$ cat src/source/lsi_defines.svh
`ifndef LSI_DEFINES_SVH
`define LSI_DEFINES_SVH

// datapath width and start address
`define LSI_WORD      16
`define LSI_RESET_PC  16'h0000

// access-phase cycles without pready before the access is abandoned
`define LSI_WDT_LIMIT 16

// ALU operation codes, sequencer to ALU
`define LSI_ALU_MOV   4'd0
`define LSI_ALU_CMP   4'd1
`define LSI_ALU_BIT   4'd2
`define LSI_ALU_BIC   4'd3
`define LSI_ALU_BIS   4'd4
`define LSI_ALU_ADD   4'd5
`define LSI_ALU_SUB   4'd6
`define LSI_ALU_CLR   4'd7
`define LSI_ALU_COM   4'd8
`define LSI_ALU_INC   4'd9
`define LSI_ALU_DEC   4'd10
`define LSI_ALU_NEG   4'd11
`define LSI_ALU_TST   4'd12

`endif

$ cat src/source/lsi_pkg.sv
`default_nettype none

package lsi_pkg;

	// ==========================================================================
	// instruction word
	// ==========================================================================
	// one 16-bit word, read two ways
	//
	// operand view, double operand:  B OOO SSS sss DDD ddd
	//   MOV 01, CMP 02, BIT 03, BIC 04, BIS 05, ADD 06, SUB 16 (octal)
	//
	// single operand reuses the upper bits and the destination:
	//   0 000 101 xxx DDD ddd   with xxx picking CLR COM INC DEC NEG - - TST
	//
	// branch view:                   B CCCCCCC oooooooo
	//   BR 1, BNE 2, BEQ 3, BGE 4, BLT 5 in the code field
	//   offset counts words, target is PC + 2 * offset
	//
	// HALT is the all-zero word

	typedef union packed {
		struct packed {
			logic       byte_op;   // bit 15, set only by SUB here
			logic [2:0] opcode;    // bits 14:12
			logic [2:0] src_mode;  // bits 11:9
			logic [2:0] src_reg;   // bits 8:6
			logic [2:0] dst_mode;  // bits 5:3
			logic [2:0] dst_reg;   // bits 2:0
		} op;
		struct packed {
			logic              byte_op;
			logic [6:0]        code;    // bits 14:8
			logic signed [7:0] offset;  // signed word offset
		} br;
	} lsi_instr_u;

endpackage

`default_nettype wire

$ cat src/source/lsi_ctrl_if.sv
`timescale 1ns/1ns
`default_nettype none

interface lsi_ctrl_if import lsi_pkg::*; ();

	// sequencer to datapath
	logic       ir_load;
	logic       pc_inc;
	logic       src_load;
	logic       src_from_bus;    // immediate operand instead of a register
	logic       dst_load;
	logic       reg_write;
	logic       psw_load;
	logic       branch_take_en;
	logic       addr_sel;        // 0 PC, 1 destination register
	logic [3:0] alu_op;

	// datapath back to sequencer
	lsi_instr_u ir;
	logic       taken;

	modport seq (
		output ir_load, pc_inc, src_load, src_from_bus, dst_load,
		output reg_write, psw_load, branch_take_en, addr_sel, alu_op,
		input  ir, taken
	);

	modport dp (
		input  ir_load, pc_inc, src_load, src_from_bus, dst_load,
		input  reg_write, psw_load, branch_take_en, addr_sel, alu_op,
		output ir, taken
	);

endinterface

`default_nettype wire

$ cat src/source/lsi_alu.sv
`timescale 1ns/1ns
`default_nettype none
`include "lsi_defines.svh"

module lsi_alu (
	input  logic [`LSI_WORD-1:0] a,          // source operand
	input  logic [`LSI_WORD-1:0] b,          // destination operand
	input  logic [3:0]           op,
	input  logic                 c_in,       // current C, passed on where kept
	output logic [`LSI_WORD-1:0] result,
	output logic [3:0]           flags,      // n z v c
	output logic [3:0]           flag_mask   // which flags the op updates
);

	localparam int W = `LSI_WORD;

	logic [W:0] add_ab;
	logic [W:0] sub_ab;   // a - b, top bit is borrow
	logic [W:0] sub_ba;   // b - a
	logic       v;
	logic       c;

	assign add_ab = {1'b0, a} + {1'b0, b};
	assign sub_ab = {1'b0, a} - {1'b0, b};
	assign sub_ba = {1'b0, b} - {1'b0, a};

	always_comb begin
		result    = b;
		v         = 1'b0;
		c         = c_in;
		flag_mask = 4'b1110;   // logic ops keep C
		case (op)
			`LSI_ALU_MOV: result = a;
			`LSI_ALU_BIT: result = a & b;
			`LSI_ALU_BIC: result = ~a & b;
			`LSI_ALU_BIS: result = a | b;
			`LSI_ALU_CMP: begin
				result    = sub_ab[W-1:0];
				v         = (a[W-1] != b[W-1]) && (result[W-1] != a[W-1]);
				c         = sub_ab[W];
				flag_mask = 4'b1111;
			end
			`LSI_ALU_ADD: begin
				result    = add_ab[W-1:0];
				v         = (a[W-1] == b[W-1]) && (result[W-1] != a[W-1]);
				c         = add_ab[W];
				flag_mask = 4'b1111;
			end
			`LSI_ALU_SUB: begin
				// dst minus src
				result    = sub_ba[W-1:0];
				v         = (a[W-1] != b[W-1]) && (result[W-1] != b[W-1]);
				c         = sub_ba[W];
				flag_mask = 4'b1111;
			end
			`LSI_ALU_CLR: begin
				result    = '0;
				c         = 1'b0;
				flag_mask = 4'b1111;
			end
			`LSI_ALU_COM: begin
				result    = ~b;
				c         = 1'b1;
				flag_mask = 4'b1111;
			end
			`LSI_ALU_INC: begin
				result = b + 1'b1;
				v      = (b == {1'b0, {(W-1){1'b1}}});   // 077777 wraps
			end
			`LSI_ALU_DEC: begin
				result = b - 1'b1;
				v      = (b == {1'b1, {(W-1){1'b0}}});   // 100000 wraps
			end
			`LSI_ALU_NEG: begin
				result    = '0 - b;
				v         = (result == {1'b1, {(W-1){1'b0}}});
				c         = |result;
				flag_mask = 4'b1111;
			end
			`LSI_ALU_TST: begin
				c         = 1'b0;
				flag_mask = 4'b1111;
			end
			default: ;
		endcase
	end

	// n and z always follow the result
	assign flags = {result[W-1], ~|result, v, c};

endmodule

`default_nettype wire

$ cat src/source/lsi_bus_watchdog.sv
`timescale 1ns/1ns
`default_nettype none
`include "lsi_defines.svh"

module lsi_bus_watchdog (
	input  logic clk,
	input  logic reset_n,
	input  logic wait_active,   // access phase with pready low
	output logic expired
);

	localparam int CW = $clog2(`LSI_WDT_LIMIT + 1);

	logic [CW-1:0] count;

	// saturates at the limit, cleared between waits
	always_ff @(posedge clk or negedge reset_n) begin
		if (!reset_n)
			count <= '0;
		else if (!wait_active)
			count <= '0;
		else if (!expired)
			count <= count + 1'b1;
	end

	assign expired = (count == CW'(`LSI_WDT_LIMIT));

endmodule

`default_nettype wire

$ cat src/source/lsi_core.sv
`timescale 1ns/1ns
`default_nettype none
`include "lsi_defines.svh"

module lsi_core (
	input  logic                 clk,
	input  logic                 reset_n,
	// APB master
	output logic [`LSI_WORD-1:0] paddr,
	output logic                 psel,
	output logic                 penable,
	output logic                 pwrite,
	output logic [`LSI_WORD-1:0] pwdata,
	input  logic [`LSI_WORD-1:0] prdata,
	input  logic                 pready,
	input  logic                 pslverr,
	// status
	output logic                 halted,
	output logic                 bus_error,
	output logic [3:0]           psw        // n z v c
);

	logic wait_active;
	logic expired;

	lsi_ctrl_if ctrl ();

	lsi_sequencer i_sequencer (
		.clk          (clk),
		.reset_n      (reset_n),
		.ctrl         (ctrl),
		.prdata_valid (pready),
		.pslverr      (pslverr),
		.expired      (expired),
		.psel         (psel),
		.penable      (penable),
		.pwrite       (pwrite),
		.wait_active  (wait_active),
		.halted       (halted),
		.bus_error    (bus_error)
	);

	lsi_datapath i_datapath (
		.clk     (clk),
		.reset_n (reset_n),
		.ctrl    (ctrl),
		.prdata  (prdata),
		.paddr   (paddr),
		.pwdata  (pwdata),
		.psw     (psw)
	);

	lsi_bus_watchdog i_watchdog (
		.clk         (clk),
		.reset_n     (reset_n),
		.wait_active (wait_active),
		.expired     (expired)
	);

endmodule

`default_nettype wire

$ cat src/source/lsi_datapath.sv
`timescale 1ns/1ns
`default_nettype none
`include "lsi_defines.svh"

module lsi_datapath import lsi_pkg::*; (
	input  logic                 clk,
	input  logic                 reset_n,
	lsi_ctrl_if.dp               ctrl,
	input  logic [`LSI_WORD-1:0] prdata,
	output logic [`LSI_WORD-1:0] paddr,
	output logic [`LSI_WORD-1:0] pwdata,
	output logic [3:0]           psw
);

	localparam int W = `LSI_WORD;

	logic [W-1:0] regs [0:7];   // R7 is the PC
	lsi_instr_u   ir_q;
	logic [W-1:0] src_q;
	logic [W-1:0] dst_q;
	logic [3:0]   nzvc;

	logic [W-1:0] pc;
	logic [W-1:0] branch_ofs;
	logic [W-1:0] alu_result;
	logic [3:0]   alu_flags;
	logic [3:0]   alu_mask;
	logic         no_writeback;

	assign pc = regs[7];

	// offset is in words, shift left once and sign extend
	assign branch_ofs = {{(W-9){ir_q.br.offset[7]}}, ir_q.br.offset, 1'b0};

	// compare-type ops only touch the flags
	assign no_writeback = (ctrl.alu_op == `LSI_ALU_CMP) || (ctrl.alu_op == `LSI_ALU_BIT) ||
		(ctrl.alu_op == `LSI_ALU_TST);

	// ==========================================================================
	// branch condition
	// ==========================================================================
	always_comb begin
		case (ir_q.br.code)
			7'd1:    ctrl.taken = 1'b1;                   // BR
			7'd2:    ctrl.taken = ~nzvc[2];               // BNE
			7'd3:    ctrl.taken = nzvc[2];                // BEQ
			7'd4:    ctrl.taken = ~(nzvc[3] ^ nzvc[1]);   // BGE
			7'd5:    ctrl.taken = nzvc[3] ^ nzvc[1];      // BLT
			default: ctrl.taken = 1'b0;
		endcase
	end

	// ==========================================================================
	// registers, IR, PSW
	// ==========================================================================
	always_ff @(posedge clk or negedge reset_n) begin
		if (!reset_n) begin
			for (int i = 0; i < 7; i++)
				regs[i] <= '0;
			regs[7] <= `LSI_RESET_PC;
			ir_q    <= '0;
			nzvc    <= '0;
		end else begin
			if (ctrl.ir_load)
				ir_q <= prdata;
			if (ctrl.reg_write && !no_writeback)
				regs[ir_q.op.dst_reg] <= alu_result;
			if (ctrl.pc_inc)
				regs[7] <= pc + W'(2);
			else if (ctrl.branch_take_en && ctrl.taken)
				regs[7] <= pc + branch_ofs;
			// masked flags keep their old value
			if (ctrl.psw_load)
				nzvc <= (alu_flags & alu_mask) | (nzvc & ~alu_mask);
		end
	end

	// operand latches
	always_ff @(posedge clk) begin
		if (ctrl.src_load)
			src_q <= ctrl.src_from_bus ? prdata : regs[ir_q.op.src_reg];
		if (ctrl.dst_load)
			dst_q <= regs[ir_q.op.dst_reg];
	end

	lsi_alu i_alu (
		.a         (src_q),
		.b         (dst_q),
		.op        (ctrl.alu_op),
		.c_in      (nzvc[0]),
		.result    (alu_result),
		.flags     (alu_flags),
		.flag_mask (alu_mask)
	);

	// bus side
	assign paddr  = ctrl.addr_sel ? regs[ir_q.op.dst_reg] : pc;   // mode 1 store address
	assign pwdata = alu_result;
	assign psw    = nzvc;
	assign ctrl.ir = ir_q;

endmodule

`default_nettype wire

$ cat src/source/lsi_sequencer.sv
`timescale 1ns/1ns
`default_nettype none
`include "lsi_defines.svh"

module lsi_sequencer (
	input  logic   clk,
	input  logic   reset_n,
	lsi_ctrl_if.seq ctrl,
	input  logic   prdata_valid,   // pready
	input  logic   pslverr,
	input  logic   expired,
	output logic   psel,
	output logic   penable,
	output logic   pwrite,
	output logic   wait_active,
	output logic   halted,
	output logic   bus_error
);

	localparam logic [3:0] ST_FETCH_S = 4'd0;
	localparam logic [3:0] ST_FETCH_A = 4'd1;
	localparam logic [3:0] ST_DECODE  = 4'd2;
	localparam logic [3:0] ST_OP_S    = 4'd3;
	localparam logic [3:0] ST_OP_A    = 4'd4;
	localparam logic [3:0] ST_EXEC    = 4'd5;
	localparam logic [3:0] ST_WR_S    = 4'd6;
	localparam logic [3:0] ST_WR_A    = 4'd7;
	localparam logic [3:0] ST_HALT    = 4'd8;

	logic [3:0] state, state_nx;
	logic [6:0] br_code;
	logic [3:0] op_sel;
	logic       is_dop, is_sop, is_br;
	logic       src_ok, dst_ok, legal;
	logic       need_imm, need_write, no_result;
	logic       access, done, bus_fail, go_halt;

	// ==========================================================================
	// decode, operand view of IR
	// ==========================================================================
	assign br_code = {ctrl.ir.op.opcode, ctrl.ir.op.src_mode, ctrl.ir.op.src_reg[2]};

	always_comb begin
		is_dop = 1'b0;
		is_sop = 1'b0;
		is_br  = 1'b0;
		op_sel = `LSI_ALU_MOV;
		if (ctrl.ir.op.byte_op) begin
			if (ctrl.ir.op.opcode == 3'd6) begin   // SUB, the only 1xxxxx kept
				is_dop = 1'b1;
				op_sel = `LSI_ALU_SUB;
			end
		end else if (ctrl.ir.op.opcode != 3'd0) begin
			is_dop = 1'b1;
			case (ctrl.ir.op.opcode)
				3'd1:    op_sel = `LSI_ALU_MOV;
				3'd2:    op_sel = `LSI_ALU_CMP;
				3'd3:    op_sel = `LSI_ALU_BIT;
				3'd4:    op_sel = `LSI_ALU_BIC;
				3'd5:    op_sel = `LSI_ALU_BIS;
				3'd6:    op_sel = `LSI_ALU_ADD;
				default: is_dop = 1'b0;
			endcase
		end else if (ctrl.ir.op.src_mode == 3'd5) begin
			is_sop = 1'b1;
			case (ctrl.ir.op.src_reg)
				3'd0:    op_sel = `LSI_ALU_CLR;
				3'd1:    op_sel = `LSI_ALU_COM;
				3'd2:    op_sel = `LSI_ALU_INC;
				3'd3:    op_sel = `LSI_ALU_DEC;
				3'd4:    op_sel = `LSI_ALU_NEG;
				3'd7:    op_sel = `LSI_ALU_TST;
				default: is_sop = 1'b0;   // ADC SBC not here
			endcase
		end else if (br_code inside {[7'd1:7'd5]}) begin
			is_br = 1'b1;
		end
	end

	assign src_ok     = (ctrl.ir.op.src_mode == 3'd0) ||
		(ctrl.ir.op.src_mode == 3'd2 && ctrl.ir.op.src_reg == 3'd7);
	assign dst_ok     = (ctrl.ir.op.dst_mode[2:1] == 2'b00);
	assign legal      = (is_dop && src_ok && dst_ok) || (is_sop && dst_ok) || is_br;
	assign need_imm   = is_dop && (ctrl.ir.op.src_mode == 3'd2);
	assign no_result  = (op_sel == `LSI_ALU_CMP) || (op_sel == `LSI_ALU_BIT) ||
		(op_sel == `LSI_ALU_TST);
	assign need_write = (ctrl.ir.op.dst_mode == 3'd1) && !no_result;

	// ==========================================================================
	// APB master
	// ==========================================================================
	assign access      = (state == ST_FETCH_A) || (state == ST_OP_A) || (state == ST_WR_A);
	assign psel        = access || (state == ST_FETCH_S) || (state == ST_OP_S) ||
		(state == ST_WR_S);
	assign penable     = access;
	assign pwrite      = (state == ST_WR_S) || (state == ST_WR_A);
	assign wait_active = access && !prdata_valid;
	assign bus_fail    = access && (expired || (prdata_valid && pslverr));   // timeout wins
	assign done        = access && prdata_valid && !bus_fail;

	always_comb begin
		state_nx            = state;
		ctrl.ir_load        = 1'b0;
		ctrl.pc_inc         = 1'b0;
		ctrl.src_load       = 1'b0;
		ctrl.src_from_bus   = 1'b0;
		ctrl.dst_load       = 1'b0;
		ctrl.reg_write      = 1'b0;
		ctrl.psw_load       = 1'b0;
		ctrl.branch_take_en = 1'b0;
		case (state)
			ST_FETCH_S: state_nx = ST_FETCH_A;
			ST_FETCH_A: if (done) begin
				ctrl.ir_load = 1'b1;
				ctrl.pc_inc  = 1'b1;
				state_nx     = ST_DECODE;
			end
			ST_DECODE: begin
				if (!legal)
					state_nx = ST_HALT;   // HALT and anything unsupported
				else if (is_br)
					state_nx = ctrl.taken ? ST_EXEC : ST_FETCH_S;   // skip exec if not taken
				else begin
					ctrl.src_load = !need_imm;
					ctrl.dst_load = 1'b1;
					state_nx      = need_imm ? ST_OP_S : ST_EXEC;
				end
			end
			ST_OP_S: state_nx = ST_OP_A;
			ST_OP_A: if (done) begin
				ctrl.src_load     = 1'b1;
				ctrl.src_from_bus = 1'b1;
				ctrl.pc_inc       = 1'b1;   // step over the immediate word
				state_nx          = ST_EXEC;
			end
			ST_EXEC: begin
				if (is_br) begin
					ctrl.branch_take_en = 1'b1;
					state_nx            = ST_FETCH_S;
				end else begin
					ctrl.psw_load  = 1'b1;
					ctrl.reg_write = (ctrl.ir.op.dst_mode == 3'd0);
					state_nx       = need_write ? ST_WR_S : ST_FETCH_S;
				end
			end
			ST_WR_S: state_nx = ST_WR_A;
			ST_WR_A: if (done)
				state_nx = ST_FETCH_S;
			ST_HALT: if (!halted)
				state_nx = ST_FETCH_S;   // out of reset the core idles here one cycle
			default: state_nx = ST_HALT;
		endcase
		if (bus_fail)
			state_nx = ST_HALT;
	end

	assign ctrl.alu_op   = op_sel;
	assign ctrl.addr_sel = pwrite;
	assign go_halt       = (state_nx == ST_HALT) && (state != ST_HALT);

	always_ff @(posedge clk or negedge reset_n) begin
		if (!reset_n) begin
			state     <= ST_HALT;
			halted    <= 1'b0;
			bus_error <= 1'b0;
		end else begin
			state <= state_nx;
			if (go_halt)
				halted <= 1'b1;      // sticky until reset
			if (bus_fail)
				bus_error <= 1'b1;
		end
	end

endmodule

`default_nettype wire

$ cat config.mk
export PLATFORM = sky130hd
export DESIGN_NAME = lsi_core
export DESIGN_NICKNAME = d
export VERILOG_FILES = /design/src/source/lsi_pkg.sv /design/src/source/lsi_ctrl_if.sv /design/src/source/lsi_alu.sv /design/src/source/lsi_bus_watchdog.sv /design/src/source/lsi_core.sv /design/src/source/lsi_datapath.sv /design/src/source/lsi_sequencer.sv
export VERILOG_INCLUDE_DIRS = /design/src /design/src/source
export SDC_FILE = /design/constraint.sdc
export NUM_CORES = 1
export LEC_CHECK = 0
export ABC_AREA = 0
export BUFFER_PORTS_ARGS = -buffer_cell sky130_fd_sc_hd__buf_2
export CORE_MARGIN = 10
export CORE_UTILIZATION = 50
export DETAILED_ROUTE_END_ITERATION = 12
export PLACE_DENSITY = 0.69
export SYNTH_ARGS = -nofsm -noshare
export SYNTH_HDL_FRONTEND = slang
export SYNTH_SLANG_ARGS = --single-unit
$ cat constraint.sdc
create_clock -name clk -period 15.85 [get_ports clk]
set_input_delay 2.3775 -clock clk [delete_from_list [all_inputs] [get_ports clk]]
set_output_delay 2.3775 -clock clk [all_outputs]
set_load 0.03 [all_outputs]
== Word level (Yosys, flattened, before mapping) ==
Index checks and enable logic that the tools add are counted.

* Eq/ne operators: 51
* Multiplexer cells: 66
* Reductions and logical operators: 51
* Bitwise gates (word level): 14
* $add $sub $neg: 9
* Order comparisons: 5

{| class="wikitable"
|+ Operators with widths
! kind !! count
|-
| 16-bit case mux with 12 select lines || 1
|-
| 16-bit 2-to-1 mux || 10
|-
| 128-bit bitwise mux || 1
|-
| 16-bit binary-select mux with 3-bit select || 2
|-
| 16-bit demux with 3-bit select || 1
|-
| 4-bit 2-to-1 mux || 11
|-
| 4-bit case mux with 9 select lines || 1
|-
| 16-bit by 16-bit subtractor with 17-bit output || 2
|-
| 16-bit AND || 2
|-
| 16-bit == test (second input constant) || 2
|-
| 4-bit by 3-bit == test with 1-bit output (second input constant) || 8
|-
| 16-bit inverter || 2
|-
| 16-bit OR reduction || 2
|-
| 4-bit == test (second input constant) || 7
|-
| 1-bit 2-to-1 mux || 27
|-
| 4-bit case mux with 6 select lines || 1
|-
| 1-bit logical AND || 19
|-
| 3-bit == test (second input constant) || 6
|-
| 16-bit by 16-bit adder with 17-bit output || 1
|-
| 16-bit by 1-bit adder with 16-bit output (second input constant) || 1
|-
| 16-bit adder || 1
|-
| 16-bit by 2-bit adder with 16-bit output (second input constant) || 1
|-
| 16-bit by 15-bit == test with 1-bit output (second input constant) || 1
|-
| 4-bit by 2-bit == test with 1-bit output (second input constant) || 4
|-
| other kinds (40) || 82
|}

* Bits of input ports: 20
* Bits in registers: 191
* Word-level logic and storage cells: 212

== Logic depth before layout (Yosys ltp) ==
* Depth in word-level cells: 16
* Mapped depth: 21
* Mapped depth without buffers: 17

== By module ==
A second synthesis with hierarchy kept.

* Cells, all modules: 1805
* Area, all modules: 16818.6 um^2

{| class="wikitable"
|+ Modules (own cells, without submodules)
! module !! cells an instance !! instances !! area an instance (um^2) !! seq. area each (um^2)
|-
| lsi_datapath || 812 || 1 || 10186.0 || 4664.5
|-
| lsi_alu || 851 || 1 || 5535.3 || 0.0
|-
| lsi_sequencer || 115 || 1 || 818.3 || 151.4
|-
| lsi_bus_watchdog || 27 || 1 || 279.0 || 125.1
|}

== Least setup slack after synthesis ==
OpenSTA, ideal clock, no wires.

* Path type: register to output
* From: register i_datapath.ir_q (netlist bit i_datapath.ctrl.ir[12])
* To: output pwdata[14]
* Data required time: 13.473 ns
* Arrival time: 4.303 ns
* Path buffers: 4
* Cell stages (with the launch flop): 19
* Slack: 9.169 ns
* Cell sequence: dfrtp_1 > buf_6 > or4_4 > buf_6 > nor2_1 > and3_1 > clkbuf_1 > nand3_1 > inv_1 > ha_1 > o21ai_0 > a21oi_1 > o2111ai_1 > a31oi_1 > a31o_2 > a2111oi_0 > o221ai_1 > or2_1 > buf_2

* Cells in the longest elaborated chain, start to end: 6

{| class="wikitable"
|+ RTL lines
! item !! line !! RTL
|-
| from (decl) || lsi_datapath.sv:18 || <nowiki>lsi_instr_u ir_q;</nowiki>
|-
| from (signal assigned) || lsi_datapath.sv:65 || <nowiki>ir_q <= prdata;</nowiki>
|-
| 3-bit == test, or another cell as far along || lsi_sequencer.sv:49, lsi_sequencer.sv:55 ||
|-
| 3-bit case mux with 5 select lines || lsi_sequencer.sv:55 || <nowiki>case (ctrl.ir.op.opcode)</nowiki>
|-
| 4-bit 2-to-1 mux || lsi_sequencer.sv:53 || <nowiki>end else if (ctrl.ir.op.opcode != 3'd0) begin</nowiki>
|-
| 4-bit 2-to-1 mux * || lsi_sequencer.sv:48 || <nowiki>if (ctrl.ir.op.byte_op) begin</nowiki>
|-
| 4-bit == test, or another cell as far along || lsi_alu.sv:32 || <nowiki>case (op)</nowiki>
|-
| 16-bit case mux with 12 select lines * || lsi_alu.sv:32 ||
|-
| to (decl) || lsi_core.sv:13 || <nowiki>output logic [`LSI_WORD-1:0] pwdata,</nowiki>
|}

Every way passes the cells marked *; elsewhere a longest branch is shown, timed or not.

== Worst setup path after layout ==
* From: register i_datapath.ir_q (netlist bit i_datapath.ctrl.ir[7])
* To: output pwdata[14]

* Cells in the longest elaborated chain, start to end: 7

{| class="wikitable"
|+ RTL lines
! item !! line !! RTL
|-
| 3-bit == test, or another cell as far along || lsi_sequencer.sv:66 || <nowiki>case (ctrl.ir.op.src_reg)</nowiki>
|-
| 4-bit case mux with 6 select lines * || lsi_sequencer.sv:66 ||
|-
| 4-bit 2-to-1 mux * || lsi_sequencer.sv:64 || <nowiki>end else if (ctrl.ir.op.src_mode == 3'd5) begin</nowiki>
|-
| 4-bit 2-to-1 mux * || lsi_sequencer.sv:53 ||
|-
| 4-bit 2-to-1 mux * || lsi_sequencer.sv:48 ||
|-
| 4-bit == test, or another cell as far along || lsi_alu.sv:32 ||
|-
| 16-bit case mux with 12 select lines * || lsi_alu.sv:32 ||
|}

Marks and branches as above.

==> qor.csv <==
stage;metric;value;unit
run_status;status;complete, no violations;
drt;# DRC;0;
finish;most common cell after layout, fill and taps aside;nor2_1;
sta;Setup TNS Final;0;ns
drt;DR vias;14900;
clock_tree;CTS tree;built;
floorplan;initial core utilization;50.9;%
sta;period utilisation layout;54.0;%
finish;Filler cells;2791;
worst_setup_path;CP Max Fanout;36;
worst_setup_path;r2r setup slk;9.87;ns
clock_tree;H-tree depth;4;
worst_setup_path;reg2reg path depth;18;
place;Port Buffers;60;
synth;Post-Synth Simple-Gate Area;16.7;%
synth;syn nets;1849;
sta;Worst Tran Pin Value;1.28;ns
worst_setup_path;CP Class;reg -> out;
power_and_ir_drop;Power Dens Cells;149;mW/mm2
place;Placed Area;0.0163;mm2
power_and_ir_drop;leakage power;7.14;nW
sta;Fin Clk Skew;0.0243;ns
drt;DRT Pass-1 Iters;6;
clock_tree;Skew-Pair Late Insertion Delay;0.47;ns
synth;Post-Syn Area;0.0156;mm2
finish;share of layout cells above drive strength 1;18.3;%
worst_hold_path;Worst Hold Depth;1;
worst_hold_path;hold path start;i_sequencer.bus_error;
drt;Routed WL per cell;27.7;um
finish;P&R area growth vs syn;7.98;%
drt;Final ANT Viol Nets;0;
floorplan;area of the core;0.0307;mm2
clock_tree;root buffer cell;clkbuf_16;
synth;Post-Synth Adder-Cell Area;8.41;%
clock_tree;Num Clock Sinks;191;
sta;min Tclk post-route;8.56;ns
sta;Peak Freq;117;MHz
synth;Synth Area per Inst;9.04;um2
floorplan;top-level port count;61;
finish;n_diodes;0;
synth;Seq/Total Area, Yosys;31.6;%
clock_tree;TritonCTS buffer count;17;
run;maxcap violations;0;
drt;initial drt markers;2002;
synth;share of flip-flops with an asynchronous set or reset;83.2;%
drt;vias per inst;6.95;
sta;RSZ-0062 raised after global routing;no;
grt;gr usage total;29.8;%
floorplan;die height;197;um
grt;first-pass GRT wire length;89100;um
finish;commonest cells after routing, fill and taps aside;nor2_1 (167), dfrtp_1 (156), a21oi_1 (135);
floorplan;cell row count;64;
finish;final core occ;55.0;%
worst_setup_path;Reg-to-Reg End;i_datapath.psw[2];
power_and_ir_drop;Peak VDD IR;0.000153;V
grt;number of global-route vias before repair;14200;
clock_tree;Resized Gates After CTS;0;
worst_setup_path;crit path DAT;6.18;ns
clock_tree;clk buf depth;2;
floorplan;Die Footprint;0.0387;mm2
synth;post-synthesis register bit count;191;
synth;synth warn;0;
synth;mux cell area share after synthesis;12.5;%
floorplan;die width;197;um
finish;Final Cell Area;0.0169;mm2
synth;largest family of logic cells by synthesized area;compound AO/OA/AOI/OAI gates;
synth;Post-synth EDFFs;32;
power_and_ir_drop;Pwr Total;2.52;mW
place;GPL Wtd Cong;1.02;
synth;Synth Instances;1727;
place;Post-DP HPWL;43500;um
worst_setup_path;CP required;13.47;ns
clock_tree;post-CTS setup buffers;0;
worst_setup_path;Worst Setup End Kind;output port;
sta;slew margin rel.;14.3;%
worst_setup_path;worst stage delay on the critical path;0.67;ns
drt;Routed WL;59300;um
grt;largest net degree at the start of global routing;95;
synth;Compound-Gate Fraction of Synth Area;22.4;%
synth;Cell variety after synth;97;
worst_setup_path;crit path cell chain;buf_4 > nor2_1 > o21ai_0 > a21oi_1 > buf_4 > nand3_1 > inv_1 > ha_1 > o21ai_0 > a21oi_1 > o2111ai_1 > a31oi_1 > a311oi_1 > a2111oi_0 > o221ai_1 > or2_1 > buf_2;
synth;Synth Flop Type;dfrtp_1;
worst_setup_path;element type at the critical path start;flop;
sta;Final Hold Fails;0;
worst_hold_path;HP Class;reg -> reg;
sta;Slew Viols, Final;0;
grt;initial antenna violation count;1;
clock_tree;clock-pin slew on the worst setup and hold paths;0.09;ns
sta;Final Setup Violations;0;
worst_hold_path;WHS Endpoint;i_sequencer.bus_error;
worst_setup_path;worst r2r src;i_datapath.ctrl.ir[7];
grt;grt total ovfl;0;
clock_tree;hold_buf cts;0;
finish;fin nets;1856;
synth;post-synthesis xor/xnor area fraction;3.48;%
worst_setup_path;CP max stage cell;dfrtp_2;
## cell families after synthesis
group	Yosys count
and+or+nand+nor	537
DFF	191
buffers and inverters	181
xor gates and xnor gates	62
muxes	142
AOI/OAI and AO/OA	512
adders and majority gates	102
## flip-flops by register name, indices dropped and copies added, names as in the netlist, named ones only
signal / count
i_datapath.src_q: 16
i_datapath.psw: 3
i_datapath.regs: 112
i_datapath.pc: 16
i_watchdog.count: 5
i_sequencer.state: 4
i_datapath.ctrl.ir: 16
i_datapath.dst_q: 16
i_sequencer.bus_error: 1
i_sequencer.halted: 1
## through the flow
| step | hold WS (ns) | std cells | worst slack, ns |
|---|---|---|---|
| final | 0.467 | 2143 | 7.29 |
| after global routing | 0.507 | 2143 | 6.83 |
| after CTS | 0.468 | 2143 | 7.41 |
| after detailed placement | 0.451 | 2111 | 7.94 |
| after global placement | 0.436 | 2111 | 8.15 |
| after floorplan | 0.484 | 1727 | 9.17 |
## cell usage after synthesis (all sizes together) (15+ instances only)
master	number	share of area (%)
nor2	172	4.2
dfrtp	158	25
a21oi	135	4.3
nand2	125	3.1
mux2	103	7.4
ha	97	7.8
a22oi	71	3.4
o21ai	71	2.3
inv	69	1.7
clkbuf	66	1.6
nor3	49	1.6
buf	43	1.5
xnor2	41	2.3
a31oi	36	1.4
nand3	35	1.1
nand4	34	1.4
edfxtp	32	6.2
mux4	32	4.6
a211oi	30	1.6
xor2	21	1.2
a21o	20	0.96
or3	16	0.64
nand2b	15	0.60
nor2b	15	0.60
o22ai	15	0.60
## critical path: cells and delay by family, from the launching register on
kind            cells  cell delay (ns)
fa+ha+maj           1             0.49
compound gates      9             2.41
simple gates        3             0.78
flops               1             0.67
buf+inv             4             1.29
## power by group
group | internal, mW | leakage, nW | total (mW) | switching (mW)
Clock | 0.211 | 0.279 | 0.427 | 0.216
Sequential | 0.541 | 2.45 | 0.658 | 0.117
Combinational | 0.422 | 4.41 | 1.43 | 1.01
Total | 1.17 | 7.14 | 2.52 | 1.34
## how the worst max path moves through the flow
stage	slack, ns	from	endpoint
finish	7.29	i_datapath.ctrl.ir[7]	pwdata[14]
global placement	8.15	i_datapath.ctrl.ir[7]	pwdata[14]
detailed placement	7.94	i_datapath.ctrl.ir[7]	pwdata[14]
CTS	7.41	i_datapath.ctrl.ir[7]	pwdata[14]
global route	6.83	i_datapath.ctrl.ir[7]	pwdata[14]
floorplan	9.17	i_datapath.ctrl.ir[12]	pwdata[14]
## layer usage
metal	track usage, %	routed length (um)	vias up
met2	46.0	26600	900
met4	15.1	3170	2
met1	39.0	23900	7288
met3	6.19	5660	195
li1	-	-	6505
met5	0	13	-
## layout make-up
| cell class | count | area (um2) | share of cell area (%) |
|---|---|---|---|
| clock buffers | 19 | 443 | 2.63 |
| clock inverters | 13 | 119 | 0.705 |
| inverters | 72 | 270 | 1.60 |
| multi-input cells | 1355 | 10000 | 59.3 |
| flip-flops and latches | 191 | 4940 | 29.3 |
| well taps | 396 | 495 | 2.94 |
| repair buffers | 97 | 584 | 3.47 |
No activity file was read; power rests on OpenSTA's default activity.
